===== src/common/ts_replace_pkg.sv =====
package ts_replace_pkg;

	// packet geometry
	localparam int pkt_bytes = 188;
	localparam int pkt_words = 47;
	localparam logic [7:0] sync_byte = 8'h47;

	// field widths
	localparam int pid_w = 13;
	localparam int data_w = 32;
	localparam int pts_w = 33;

	// five PTS marker bytes start here in group 0
	localparam int pts_first_byte = 24;

	// position counts 0..188, group counters wrap below 256
	localparam int pos_w = 8;
	localparam int grp_w = 8;

	// slot configuration word, written whole by the host and decoded per field
	typedef union packed {
		logic [data_w-1:0] raw;
		struct packed {
			logic [12:0] pad_hi;
			logic pts_insert;
			logic change_pid;
			logic match_en;
			logic [2:0] pad_lo;
			logic [pid_w-1:0] pid;
		} f;
	} pid_cfg_u;

endpackage


===== src/common/pid_match_if.sv =====
`timescale 1ns/1ps

interface pid_match_if import ts_replace_pkg::*; #(
	parameter int PID_SLOTS = 4
) ();

	localparam int slot_w = (PID_SLOTS > 1) ? $clog2(PID_SLOTS) : 1;

	// match result for the candidate PID
	logic hit;
	logic [slot_w-1:0] slot;
	logic change_pid;
	logic pts_insert;
	logic [grp_w-1:0] group;

	// candidate PID bytes and the accept strobe
	logic [7:0] pid_hi;
	logic [7:0] pid_lo;
	logic accept;

	modport tbl (
		input pid_hi, pid_lo, accept,
		output hit, slot, change_pid, pts_insert, group
	);

	modport fsm (
		input hit, slot, change_pid, pts_insert, group,
		output pid_hi, pid_lo, accept
	);

endinterface


===== src/replace_engine/byte_rewriter.sv =====
`timescale 1ns/1ps

module byte_rewriter import ts_replace_pkg::*; (
	input logic clk,
	input logic rst_n,
	input logic [7:0] ts_data,
	input logic ts_valid,
	input logic ts_sync,
	input logic [pos_w-1:0] position,
	input logic emit,
	input logic base_data,
	input logic change_pid,
	input logic pts_insert,
	input logic [grp_w-1:0] group,
	input logic [pts_w-1:0] pts_latched,
	input logic [7:0] ram_byte,
	output logic sync_d2,
	output logic [7:0] data_d2,
	output logic [7:0] data_d1,
	output logic [7:0] ts_out,
	output logic ts_out_valid,
	output logic ts_out_sync
);

	logic sync_d1;
	logic sync_d3;
	logic [7:0] data_d3;

	logic in_pts;
	logic [pos_w-1:0] pts_sel;
	logic [7:0] rule_byte;

	// three-byte delay line, shifted only on valid input
	always_ff @(posedge clk) begin
		if (!rst_n) begin
			sync_d1 <= 1'b0;
			sync_d2 <= 1'b0;
			sync_d3 <= 1'b0;
		end else if (ts_valid) begin
			sync_d1 <= ts_sync;
			sync_d2 <= sync_d1;
			sync_d3 <= sync_d2;
		end
	end

	always_ff @(posedge clk) begin
		if (ts_valid) begin
			data_d1 <= ts_data;
			data_d2 <= data_d1;
			data_d3 <= data_d2;
		end
	end

	// PTS window covers five bytes, group 0 only
	assign in_pts = pts_insert && (group == '0) &&
		(position >= pos_w'(pts_first_byte)) && (position < pos_w'(pts_first_byte + 5));
	assign pts_sel = position - pos_w'(pts_first_byte);

	always_comb begin
		rule_byte = ram_byte;
		if (in_pts) begin
			case (pts_sel)
				pos_w'(0): rule_byte = {4'b0010, pts_latched[32:30], 1'b1};
				pos_w'(1): rule_byte = pts_latched[29:22];
				pos_w'(2): rule_byte = {pts_latched[21:15], 1'b1};
				pos_w'(3): rule_byte = pts_latched[14:7];
				default: rule_byte = {pts_latched[8:2], 1'b1};
			endcase
		end else begin
			case (position)
				// error and priority bits stay, start indicator from memory
				pos_w'(1): rule_byte = {data_d3[7], ram_byte[6], data_d3[5],
					change_pid ? ram_byte[4:0] : data_d3[4:0]};
				pos_w'(2): rule_byte = change_pid ? ram_byte : data_d3;
				// scrambling and adaptation bits replaced, continuity counter kept
				pos_w'(3): rule_byte = {ram_byte[7:4], data_d3[3:0]};
				default: rule_byte = ram_byte;
			endcase
		end
	end

	always_ff @(posedge clk) begin
		if (!rst_n) begin
			ts_out_valid <= 1'b0;
			ts_out_sync <= 1'b0;
		end else begin
			ts_out_valid <= ts_valid && emit;
			if (ts_valid && emit) begin
				ts_out_sync <= sync_d3;
			end
		end
	end

	always_ff @(posedge clk) begin
		if (ts_valid && emit) begin
			ts_out <= base_data ? data_d3 : rule_byte;
		end
	end

endmodule


===== src/replace_engine/packet_fsm.sv =====
`timescale 1ns/1ps

module packet_fsm import ts_replace_pkg::*; #(
	parameter int DATA_GROUPS = 2
) (
	input logic clk,
	input logic rst_n,
	input logic ts_valid,
	input logic base_data,
	input logic sync_d2,
	input logic [7:0] data_d2,
	input logic [7:0] data_d1,
	input logic [7:0] ts_data,
	input logic [pts_w-1:0] slot_pts,
	output logic [pos_w-1:0] position,
	output logic emit,
	output logic matched,
	output logic change_pid,
	output logic pts_insert,
	output logic [grp_w-1:0] group,
	output logic [pts_w-1:0] pts_latched,
	output logic [data_w-1:0] matched_count,
	pid_match_if.fsm pm
);

	localparam logic [1:0] st_idle = 2'd0;
	localparam logic [1:0] st_match = 2'd1;
	localparam logic [1:0] st_pass = 2'd2;

	logic [1:0] state;
	logic pkt_start;
	logic take;
	logic advance;

	// bytes 1 and 2 of the packet whose sync byte sits in stage two
	assign pm.pid_hi = data_d1;
	assign pm.pid_lo = ts_data;

	assign pkt_start = ts_valid && !base_data && sync_d2 && (data_d2 == sync_byte);
	assign take = pkt_start && pm.hit;
	assign pm.accept = take;

	assign advance = ts_valid && (state == st_match) && (int'(position) < pkt_bytes);
	assign emit = base_data || ((state == st_match) && (int'(position) < pkt_bytes));
	assign matched = (state != st_idle);

	always_ff @(posedge clk) begin
		if (!rst_n) begin
			state <= st_idle;
		end else if (base_data) begin
			state <= st_pass;
		end else if (pkt_start) begin
			// a miss drops the packet
			state <= pm.hit ? st_match : st_idle;
		end else if (state == st_pass) begin
			state <= st_idle;
		end
	end

	// position restarts on the new packet even while the last byte goes out
	always_ff @(posedge clk) begin
		if (!rst_n) begin
			position <= '0;
			change_pid <= 1'b0;
			pts_insert <= 1'b0;
			group <= '0;
			matched_count <= '0;
		end else if (take) begin
			position <= '0;
			change_pid <= pm.change_pid;
			pts_insert <= pm.pts_insert;
			group <= pm.group;
			matched_count <= matched_count + 1'b1;
		end else if (advance) begin
			position <= position + 1'b1;
		end
	end

	always_ff @(posedge clk) begin
		if (take) begin
			pts_latched <= slot_pts;
		end
	end

endmodule


===== src/replace_engine/replace_ram.sv =====
`timescale 1ns/1ps

module replace_ram import ts_replace_pkg::*; #(
	parameter int DATA_GROUPS = 2
) (
	input logic clk,
	input logic data_write,
	input logic [$clog2(pkt_words * DATA_GROUPS)-1:0] data_index,
	input logic [data_w-1:0] data_word,
	input logic [grp_w-1:0] group,
	input logic [pos_w-1:0] position,
	output logic [7:0] ram_byte
);

	localparam int depth = pkt_words * DATA_GROUPS;
	localparam int byte_addr_w = $clog2(pkt_bytes * DATA_GROUPS + 1);

	logic [data_w-1:0] mem [depth];
	logic [byte_addr_w-1:0] byte_addr;
	logic [data_w-1:0] word;

	always_ff @(posedge clk) begin
		if (data_write && (int'(data_index) < depth)) begin
			mem[data_index] <= data_word;
		end
	end

	assign byte_addr = byte_addr_w'(group) * byte_addr_w'(pkt_bytes) + byte_addr_w'(position);

	// position 188 of the last group points past the end
	assign word = (int'(byte_addr[byte_addr_w-1:2]) < depth) ?
		mem[byte_addr[byte_addr_w-1:2]] : '0;
	assign ram_byte = word[8 * byte_addr[1:0] +: 8];

endmodule


===== src/rtl/pid_table.sv =====
`timescale 1ns/1ps

module pid_table import ts_replace_pkg::*; #(
	parameter int PID_SLOTS = 4,
	parameter int DATA_GROUPS = 2
) (
	input logic clk,
	input logic rst_n,
	input logic cfg_write,
	input logic [((PID_SLOTS > 1) ? $clog2(PID_SLOTS) : 1)-1:0] cfg_index,
	input pid_cfg_u cfg_word,
	input logic match_enable,
	pid_match_if.tbl pm
);

	localparam int slot_w = (PID_SLOTS > 1) ? $clog2(PID_SLOTS) : 1;

	pid_cfg_u cfg [PID_SLOTS];
	logic [grp_w-1:0] grp_cnt [PID_SLOTS];

	logic [pid_w-1:0] cand_pid;
	logic [PID_SLOTS-1:0] hits;
	logic [slot_w-1:0] sel;

	// PID is the low five bits of byte 1 and all of byte 2
	assign cand_pid = {pm.pid_hi[4:0], pm.pid_lo};

	// all slots compared at once
	always_comb begin
		for (int i = 0; i < PID_SLOTS; i++) begin
			hits[i] = ((cfg[i].f.match_en && match_enable) || (grp_cnt[i] != '0)) &&
				(cfg[i].f.pid == cand_pid);
		end
	end

	// highest matching slot wins
	always_comb begin
		sel = '0;
		for (int i = 0; i < PID_SLOTS; i++) begin
			if (hits[i]) begin
				sel = slot_w'(i);
			end
		end
	end

	assign pm.hit = |hits;
	assign pm.slot = sel;
	assign pm.change_pid = cfg[sel].f.change_pid;
	assign pm.pts_insert = cfg[sel].f.pts_insert;
	assign pm.group = grp_cnt[sel];

	always_ff @(posedge clk) begin
		if (!rst_n) begin
			for (int i = 0; i < PID_SLOTS; i++) begin
				cfg[i].raw <= '0;
				grp_cnt[i] <= '0;
			end
		end else begin
			if (cfg_write && (int'(cfg_index) < PID_SLOTS)) begin
				cfg[cfg_index].raw <= cfg_word.raw;
			end
			// rotate through the data groups of the accepted slot
			if (pm.accept) begin
				if (int'(grp_cnt[sel]) >= DATA_GROUPS - 1) begin
					grp_cnt[sel] <= '0;
				end else begin
					grp_cnt[sel] <= grp_cnt[sel] + 1'b1;
				end
			end
		end
	end

endmodule


===== src/rtl/pts_ticker.sv =====
`timescale 1ns/1ps

module pts_ticker import ts_replace_pkg::*; #(
	parameter int PID_SLOTS = 4,
	parameter int PTS_PERIOD = 1000
) (
	input logic clk,
	input logic rst_n,
	input logic pts_write,
	input logic [((PID_SLOTS > 1) ? $clog2(PID_SLOTS) : 1)-1:0] pts_index,
	input logic [pts_w-1:0] pts_value,
	input logic [((PID_SLOTS > 1) ? $clog2(PID_SLOTS) : 1)-1:0] slot,
	output logic [pts_w-1:0] slot_pts
);

	localparam int cnt_w = $clog2(PTS_PERIOD + 1);

	logic [cnt_w-1:0] period_cnt;
	logic tick;
	logic [pts_w-1:0] pts_reg [PID_SLOTS];

	// one tick every PTS_PERIOD clocks
	assign tick = (period_cnt == '0);

	always_ff @(posedge clk) begin
		if (!rst_n) begin
			period_cnt <= cnt_w'(PTS_PERIOD - 1);
		end else if (tick) begin
			period_cnt <= cnt_w'(PTS_PERIOD - 1);
		end else begin
			period_cnt <= period_cnt - 1'b1;
		end
	end

	// host load wins over the tick for its own slot only
	always_ff @(posedge clk) begin
		if (!rst_n) begin
			for (int i = 0; i < PID_SLOTS; i++) begin
				pts_reg[i] <= '0;
			end
		end else begin
			for (int i = 0; i < PID_SLOTS; i++) begin
				if (pts_write && (int'(pts_index) == i)) begin
					pts_reg[i] <= pts_value;
				end else if (tick) begin
					pts_reg[i] <= pts_reg[i] + 1'b1;
				end
			end
		end
	end

	assign slot_pts = pts_reg[slot];

endmodule


===== src/rtl/ts_replacer_top.sv =====
`timescale 1ns/1ps

module ts_replacer_top import ts_replace_pkg::*; #(
	parameter int PID_SLOTS = 4,
	parameter int DATA_GROUPS = 2,
	parameter int PTS_PERIOD = 1000
) (
	input logic clk,
	input logic rst_n,
	// host writes
	input logic cfg_write,
	input logic [((PID_SLOTS > 1) ? $clog2(PID_SLOTS) : 1)-1:0] cfg_index,
	input logic [data_w-1:0] cfg_word,
	input logic pts_write,
	input logic [((PID_SLOTS > 1) ? $clog2(PID_SLOTS) : 1)-1:0] pts_index,
	input logic [pts_w-1:0] pts_value,
	input logic data_write,
	input logic [$clog2(pkt_words * DATA_GROUPS)-1:0] data_index,
	input logic [data_w-1:0] data_word,
	// control
	input logic match_enable,
	input logic base_data,
	// stream in
	input logic [7:0] ts_data,
	input logic ts_valid,
	input logic ts_sync,
	// stream out
	output logic [7:0] ts_out,
	output logic ts_out_valid,
	output logic ts_out_sync,
	// status
	output logic matched_state,
	output logic [data_w-1:0] matched_count
);

	logic sync_d2;
	logic [7:0] data_d2;
	logic [7:0] data_d1;
	logic [pos_w-1:0] position;
	logic emit;
	logic change_pid;
	logic pts_insert;
	logic [grp_w-1:0] group;
	logic [pts_w-1:0] pts_latched;
	logic [pts_w-1:0] slot_pts;
	logic [7:0] ram_byte;

	pid_match_if #(.PID_SLOTS(PID_SLOTS)) pm ();

	pid_table #(
		.PID_SLOTS(PID_SLOTS),
		.DATA_GROUPS(DATA_GROUPS)
	) u_pid_table (
		.clk(clk),
		.rst_n(rst_n),
		.cfg_write(cfg_write),
		.cfg_index(cfg_index),
		.cfg_word(cfg_word),
		.match_enable(match_enable),
		.pm(pm.tbl)
	);

	pts_ticker #(
		.PID_SLOTS(PID_SLOTS),
		.PTS_PERIOD(PTS_PERIOD)
	) u_pts_ticker (
		.clk(clk),
		.rst_n(rst_n),
		.pts_write(pts_write),
		.pts_index(pts_index),
		.pts_value(pts_value),
		.slot(pm.slot),
		.slot_pts(slot_pts)
	);

	packet_fsm #(.DATA_GROUPS(DATA_GROUPS)) u_packet_fsm (
		.clk(clk),
		.rst_n(rst_n),
		.ts_valid(ts_valid),
		.base_data(base_data),
		.sync_d2(sync_d2),
		.data_d2(data_d2),
		.data_d1(data_d1),
		.ts_data(ts_data),
		.slot_pts(slot_pts),
		.position(position),
		.emit(emit),
		.matched(matched_state),
		.change_pid(change_pid),
		.pts_insert(pts_insert),
		.group(group),
		.pts_latched(pts_latched),
		.matched_count(matched_count),
		.pm(pm.fsm)
	);

	byte_rewriter u_byte_rewriter (
		.clk(clk),
		.rst_n(rst_n),
		.ts_data(ts_data),
		.ts_valid(ts_valid),
		.ts_sync(ts_sync),
		.position(position),
		.emit(emit),
		.base_data(base_data),
		.change_pid(change_pid),
		.pts_insert(pts_insert),
		.group(group),
		.pts_latched(pts_latched),
		.ram_byte(ram_byte),
		.sync_d2(sync_d2),
		.data_d2(data_d2),
		.data_d1(data_d1),
		.ts_out(ts_out),
		.ts_out_valid(ts_out_valid),
		.ts_out_sync(ts_out_sync)
	);

	replace_ram #(.DATA_GROUPS(DATA_GROUPS)) u_replace_ram (
		.clk(clk),
		.data_write(data_write),
		.data_index(data_index),
		.data_word(data_word),
		.group(group),
		.position(position),
		.ram_byte(ram_byte)
	);

endmodule


===== config.mk =====
export PLATFORM = sky130hd
export DESIGN_NAME = ts_replacer_top
export DESIGN_NICKNAME = d
export VERILOG_FILES = /design/src/common/ts_replace_pkg.sv /design/src/common/pid_match_if.sv /design/src/replace_engine/byte_rewriter.sv /design/src/replace_engine/packet_fsm.sv /design/src/replace_engine/replace_ram.sv /design/src/rtl/pid_table.sv /design/src/rtl/pts_ticker.sv /design/src/rtl/ts_replacer_top.sv
export SDC_FILE = /design/constraint.sdc
export NUM_CORES = 2
export LEC_CHECK = 0
export BUFFER_PORTS_ARGS = -buffer_cell sky130_fd_sc_hd__buf_2
export CAP_MARGIN = 20
export CORE_UTILIZATION = 40
export CTS_BUF_LIST = sky130_fd_sc_hd__clkbuf_4 sky130_fd_sc_hd__clkbuf_8
export CTS_CLUSTER_SIZE = 12
export DETAILED_ROUTE_END_ITERATION = 16
export HOLD_SLACK_MARGIN = 0.15
export PLACE_DENSITY = 0.59
export SLEW_MARGIN = 20
export SYNTH_ARGS = -nofsm -noshare
export SYNTH_HDL_FRONTEND = slang
export SYNTH_SLANG_ARGS = --single-unit

===== constraint.sdc =====
create_clock -name clk -period 8.49 [get_ports clk]
set_clock_uncertainty 0.05 [all_clocks]
set_input_delay 0.849 -clock clk [delete_from_list [all_inputs] [get_ports clk]]
set_output_delay 0.849 -clock clk [all_outputs]
set_load 0.1 [all_outputs]

Word-level counts from Yosys, hierarchy flattened
Memories as Yosys holds them, arrays and structs flattened. A register that Yosys moved wholly into a read port is not among the register bits.
Cells that the tools add are included.
{ "word_totals": {"in_bits": 125, "mem_count": 4, "word_cells": 179, "mem_bits_rw": 3300, "register_bits": 97} }
{ "op_classes": {"reduce_logical": 48, "mux": 68, "shift": 1, "multipliers": 1, "n_eq_ne": 16, "bitwise": 10, "order_cmp": 6, "add_sub_neg": 10} }
{ "mem_list": {"columns": ["memory", "words", "word_bits", "rd", "rd_ports_with_merged_regs", "write_ports", "line", "source"], "rows": [
  ["u_replace_ram.mem", 94, 32, 1, 0, 1, "replace_ram.sv:18", "logic [data_w-1:0] mem [depth];"],
  ["u_pts_ticker.pts_reg", 4, 33, 5, 1, 4, "pts_ticker.sv:20", "logic [pts_w-1:0] pts_reg [PID_SLOTS];"],
  ["u_pid_table.cfg", 4, 32, 5, 1, 4, "pid_table.sv:18", "pid_cfg_u cfg [PID_SLOTS];"],
  ["u_pid_table.grp_cnt", 4, 8, 5, 0, 4, "pid_table.sv:19", "logic [grp_w-1:0] grp_cnt [PID_SLOTS];"]
]} }
{ "ops": {"columns": ["operator", "n"], "rows": [
  ["$mux 33", 8],
  ["$add 33x1->33 const B", 4],
  ["$mux 32", 2],
  ["$eq 13x13->1", 4],
  ["$mux 1", 43],
  ["$mux 8", 5],
  ["$add 32x1->32 const B", 1],
  ["$eq 8x2->1 const B", 4],
  ["$pmux 8 s4", 1],
  ["$reduce_bool 8->1", 4],
  ["$reduce_or 32->1", 1],
  ["$shiftx 32x6->8", 1],
  ["$logic_and 1x1->1", 24],
  ["$pmux 8 s3", 1],
  ["$add 8x1->8 const B", 2],
  ["$eq 8x1->1 const B", 2],
  ["$logic_not 8->1", 2],
  ["$lt 7x7->1 const B", 2],
  ["$mux 2", 7],
  ["$logic_not 10->1", 1],
  ["$sub 10x1->10 const B", 1],
  ["$add 9x8->9", 1],
  ["$or 1x1->1", 9],
  ["$eq 8x7->1 const B", 1],
  ["other kinds (18)", 29]
]} }

Depth between registers and ports, before layout
An unclocked memory read counts as a cell.
{ "depth": {"ltp_word": 16, "depth_mapped": 21, "mapped_depth_nobuf": 17} }

Hierarchy
Synthesis repeated with hierarchy kept, for this count alone.
{ "unflattened": {"cells_unflattened": 7179, "area_unflattened_um2": 136154.3} }
{ "by_module_without_submodules": {"columns": ["module", "area_per_inst_um2", "cells_per_inst", "seq_area_each_um2", "instances"], "rows": [
  ["replace_ram", 116850.8, 5426, 90326.6, 1],
  ["pts_ticker", 9183.8, 904, 4164.0, 1],
  ["pid_table", 4697.0, 372, 2882.8, 1],
  ["packet_fsm", 3643.5, 349, 2031.9, 1],
  ["byte_rewriter", 1779.2, 128, 1061.0, 1]
]} }

Worst setup path after synthesis
OpenSTA, ideal clock, no wires.
{ "synth_path": {"kind": "reg-to-reg", "startpoint": "register u_packet_fsm.group[3] (read register of u_pid_table.grp_cnt)", "endpoint": "register u_byte_rewriter.ts_out[4] (data pin)", "stages_incl_launch_ff": 17, "slack_ns": 3.498, "setup_ns": 0.261, "synth_period_minus_slack_ns": 4.992, "t_required_ns": 8.179, "arrival_ns": 4.681, "path_buffers": 4, "path_cell_list": "dfxtp_1 -> fa_1 -> ha_1 -> inv_1 -> fa_1 -> inv_1 -> fa_1 -> ha_1 -> clkbuf_1 -> xnor2_1 -> buf_4 -> buf_2 -> buf_2 -> o21ai_0 -> a221oi_1 -> o32ai_1 -> a221o_1"} }
{ "synth_between": {"elab_chain_cells": 9, "elab_cells_between_ends": 15, "classes_between": "1 x add/sub; 1 x mul; 1 x order compare; 1 x shift; 6 x mux; 4 x reduce/logical; 1 x memory"} }
{ "synth_lines": {"columns": ["element", "line", "source"], "rows": [
  ["start, declared", "packet_fsm.sv:20", "output logic [grp_w-1:0] group,"],
  ["$mul 8x6->7", "replace_ram.sv:28", "assign byte_addr = byte_addr_w'(group) * byte_addr_w'(pkt_bytes) + byte_addr_w'(position);"],
  ["$add 9x8->9", "replace_ram.sv:28", null],
  ["$mem_v2 94x32 or $lt 7x7->1 (tied branches)", null, null],
  ["$mux 32", "replace_ram.sv:31", "assign word = (int'(byte_addr[byte_addr_w-1:2]) < depth) ?"],
  ["$shiftx 32x6->8", "replace_ram.sv:33", "assign ram_byte = word[8 * byte_addr[1:0] +: 8];"],
  ["$mux 8 or $mux 5 (tied branches)", "byte_rewriter.sv:74, byte_rewriter.sv:73", null],
  ["$pmux 8 s3", "byte_rewriter.sv:70", "case (position)"],
  ["$mux 8 (*)", "byte_rewriter.sv:61", "if (in_pts) begin"],
  ["$mux 8 (*)", "byte_rewriter.sv:96", "ts_out <= base_data ? data_d3 : rule_byte;"],
  ["end signal, assigned", "byte_rewriter.sv:96", null],
  ["end, declared", "byte_rewriter.sv:20", "output logic [7:0] ts_out,"]
]} }
Mark *: on every way between the ends. The rest lies on a longest branch, timed or not.
A chain may end at the register's enable or synchronous reset.

Worst setup path after layout
Ends and elaborated chain as after synthesis.

==> results.env <==
FIRST_PASS_GRT_WIRE_LENGTH_UM=525000
CRITPATHMAXSTAGEDELAY_PS=750
SYNTHMOSTINSTANTIATEDCELL='edfxtp_1'
LAYOUT_MIN_CYCLE_TIME_PS=6350
REPORT.FINAL.SLEW_VIOL_COUNT=0
CTS_HOLD_BUFFERS=80
POWER.DENSITY_nW_PER_UM2=216
NUMBER_OF_CELLS_ON_THE_CRITICAL_PATH=16
DIEHEIGHT_UM=582
NETLIST_INSTANCES=6803
CLOCK_TREE.BUFFER_DEPTH=4
NETLIST.TOP_CELL.BY_AREA='edfxtp_1'
NUMPORTBUFFERS=151
COUNT_OF_NETS_LEFT_WITH_ANTENNA_VIOLATIONS_AFTER_DETAIL_ROUTING=0
NUMBER_OF_GLOBAL_ROUTE_VIAS_BEFORE_REPAIR=72500
YOSYS-TOP-CELLS-AREA='edfxtp_1, mux4_2, nand2_1'
TIMING.CRITICAL_PATH.MODE_CELL='ha_1'
WORSTHOLDSTART='data_word[9]'
VIAS_PER_CELL=5.80
MAXCAPVIOLCOUNT=0
TIMING.SETUP.TNS_PS=0
MIN_PATH_TYPE='in2reg'
GRT_USE_MET3_PCT=4.47
POSTLAYOUTCELLAREA_UM2=154000
CRIT_FAMILY='compound AO/OA/AOI/OAI gates'
DPL-INSTANCE-AREA_UM2=142000
SYN_AREA_UM2=135000
SYNTH_TOP_CELL_AREA_SHARE_PCT=73.5
CP_MAX_FO=20
PLACEDCELLCOUNT=11200
TIMING.CRITICAL_PATH.CELLS='fa_1 -> ha_1 -> ha_1 -> ha_1 -> ha_1 -> xor2_1 -> o32a_1 -> and2_2 -> buf_12 -> o22ai_1 -> a311oi_1 -> a21oi_1 -> a21oi_1 -> o21ai_0 -> o32ai_1 -> a221o_1'
P_LEAK_nW=48.7
HOLD_VIOL_FINAL=0
STARTPOINT_OF_THE_LOWEST_SLACK_REGISTER_TO_REGISTER_PATH='u_packet_fsm.group[3]'
SLEW_OF_THE_PIN_WITH_THE_LOWEST_SLEW_MARGIN_PS=1210
YOSYS_REGISTER_BITS=3366
WORST-SETUP-PATH-TYPE='reg2reg'
SETUP_VIOLATIONS_FINAL=0
CTS.CLK_SLEW.WORST_PATHS_PS=60
MET2_USAGE_PCT=34.9
SYNTHARSTFLOPSHARE_PCT=0
YOSYSWARNINGS=0
MOST_CONGESTED_LAYER_REPORTED_BY_GLOBAL_ROUTING='met2'
CP.REQUIRED_PS=9450
SYNTH_COMMONEST_CELLS='edfxtp_1, mux4_2, nand2_1'
DIE-AREA_UM2=339000
GRT.TOTAL_USAGE_PCT=21.5
CTS_MAX_LEVEL=6
FP.DIEW_UM=582
INSERTION_DELAY_PS=1200
SYNTH-EDFF-COUNT=3299
WORST-ENDPOINT-ARRIVAL_PS=7310
CRIT_SLOWEST_CELL='a21oi_1'
WORSTSETUPSTARTPOINTTYPE='register'
CTS_INSERTED_BUFFERS=557
DRT_PRE_ANTENNA_ITERS=6
POST-ROUTE-PERIOD-UTIL_PCT=74.8
DETAIL_ROUTE.DRC_VIOLATIONS=0
POWER.IR.VDD_WORST_uV=161
LARGEST_REGISTER_FF_COUNT=3008
GRT_SETUP_UNREPAIRED='no'
POST_CTS.RESIZED_INSTANCES=0
R2R.WORST_PATH.CELLS=16
DETAILED_PLACE_HPWL_UM=206000
NUM-FILL-CELLS=28100
FIN_TOTAL_PWR_W=0.0332
GRT_ANTENNA_BEFORE_REPAIR=33
AREA_GROWTH_PCT=14.2
DETAILED_ROUTE_ITER0_VIOLATIONS=8452
WORST_SETUP_PATH_STARTPOINT='u_packet_fsm.group[3]'
HOLD-PATH-CELL-COUNT=1
CORE.ROWCOUNT=212
CLOCK_TREE_FROM_TRITONCTS='built'
SYNTH.AVG_CELL_AREA_UM2=19.8
YS_SEQ_AREA_SHARE_PCT=74.5
FLOORPLAN.INITIALDENSITY_PCT=40.3
CTS_NUM_SINKS=3366
DRIVE_ABOVE_1_SHARE_PCT=28.2
OVERFLOW=0
NON_FILLER_CELLS_FINAL=12300
MAXCLOCKFREQUENCY_GHz=0.157
TOP_LEVEL_PORTS=168
SYNTH_CELL_TYPES=90
MET1_USAGE_PCT=29.7
LAYOUT.NETS=7665
WORSTSETUPENDPOINTTYPE='register'
POST_DRT_WL_PER_CELL_UM=30.1
VIAS=71500
GP_ROUTABILITY_CONGESTION=0.845
CLOCKROOTBUFFER='clkbuf_8'
POST-CTS-SETUP-BUFFER-COUNT=0
DOMINANTREGCELLSYNTH='edfxtp_1'
DESIGN.CORE.AREA_UM2=334000
DRT-TOTAL-WL_UM=370000
RUN_STATUS='complete, no violations'
GRT_MAX_DEGREE=95
WORSTPATHBUFFERINVERTERCOUNT=1
RELSLEWSLACK_PCT=19.6
[cell usage in the layout (no fill, tap or decap), types with 70 or more instances in the layout]
cell type,synthesis,final
a211oi_1,70,70
a21oi_1,78,78
buf_2,71,119
buf_4,88,236
clkbuf_4,0,168
clkbuf_8,0,570
clkinv_1,0,127
dlygate4sd3_1,0,87
edfxtp_1,3299,3299
mux2i_1,74,74
mux4_2,838,838
nand2_1,435,435
nand3_1,113,112
nor2_1,400,303
nor2_4,0,94
o21ai_0,88,87
o22ai_1,106,106
xnor2_1,120,116
xor2_1,116,113
[where the power goes]
| part | switching, W | internal [W] | total, W |
|---|---|---|---|
| Clock | 0.00662 | 0.00734 | 0.0140 |
| Sequential | 0.000103 | 0.0184 | 0.0185 |
| Combinational | 0.000553 | 0.000180 | 0.000733 |
| Total | 0.00727 | 0.0259 | 0.0332 |
[final timing paths]
path                                              endpoint  slack, ps
worst max-delay path             u_byte_rewriter.ts_out[4]       2140
worst min-delay path              u_replace_ram.mem[22][9]        170
worst max register to register   u_byte_rewriter.ts_out[4]       2140
worst min register to register  u_byte_rewriter.data_d2[5]        380
[area by class of cell]
class                      count  area, µm²  area share (%)
tap                         4387       5490            3.57
timing repair buffer         476       3910            2.54
multi-input combinational   3057      33000            21.5
inverter                      41        154           0.100
clock buffer                 738       9110            5.92
sequential                  3366     100000            65.3
clock inverter               238       1650            1.07
antenna                       14       35.0          0.0228
[metal layers]
layer	up-vias	part of all wire, %	wire length [µm]
li1	29400	-	-
met1	38200	41	150000
met2	3185	48	178000
met3	609	8.8	32500
met4	14	2.5	9400
met5	-	0.023	85
[logic make-up after synthesis]
kind of cell / share of synthesized area, %
other cells: 0.00278
fa+ha+maj: 0.425
flops: 74.5
mux: 14.7
compound gates: 2.86
buf+inv: 1.64
simple gates: 4.31
xor+xnor: 1.55
[metrics by stage]
stage	hold WS, ps	utilization [%]	setup WS [ps]
3_3_place_gp	357	42.5	2160
3_5_place_dp	363	42.5	2120
4_1_cts	159	45.9	2120
5_1_grt	165	46.0	2020
6_report	173	46.0	2140
2_1_floorplan	345	-	3500
Power figures use the tool's default switching activity.
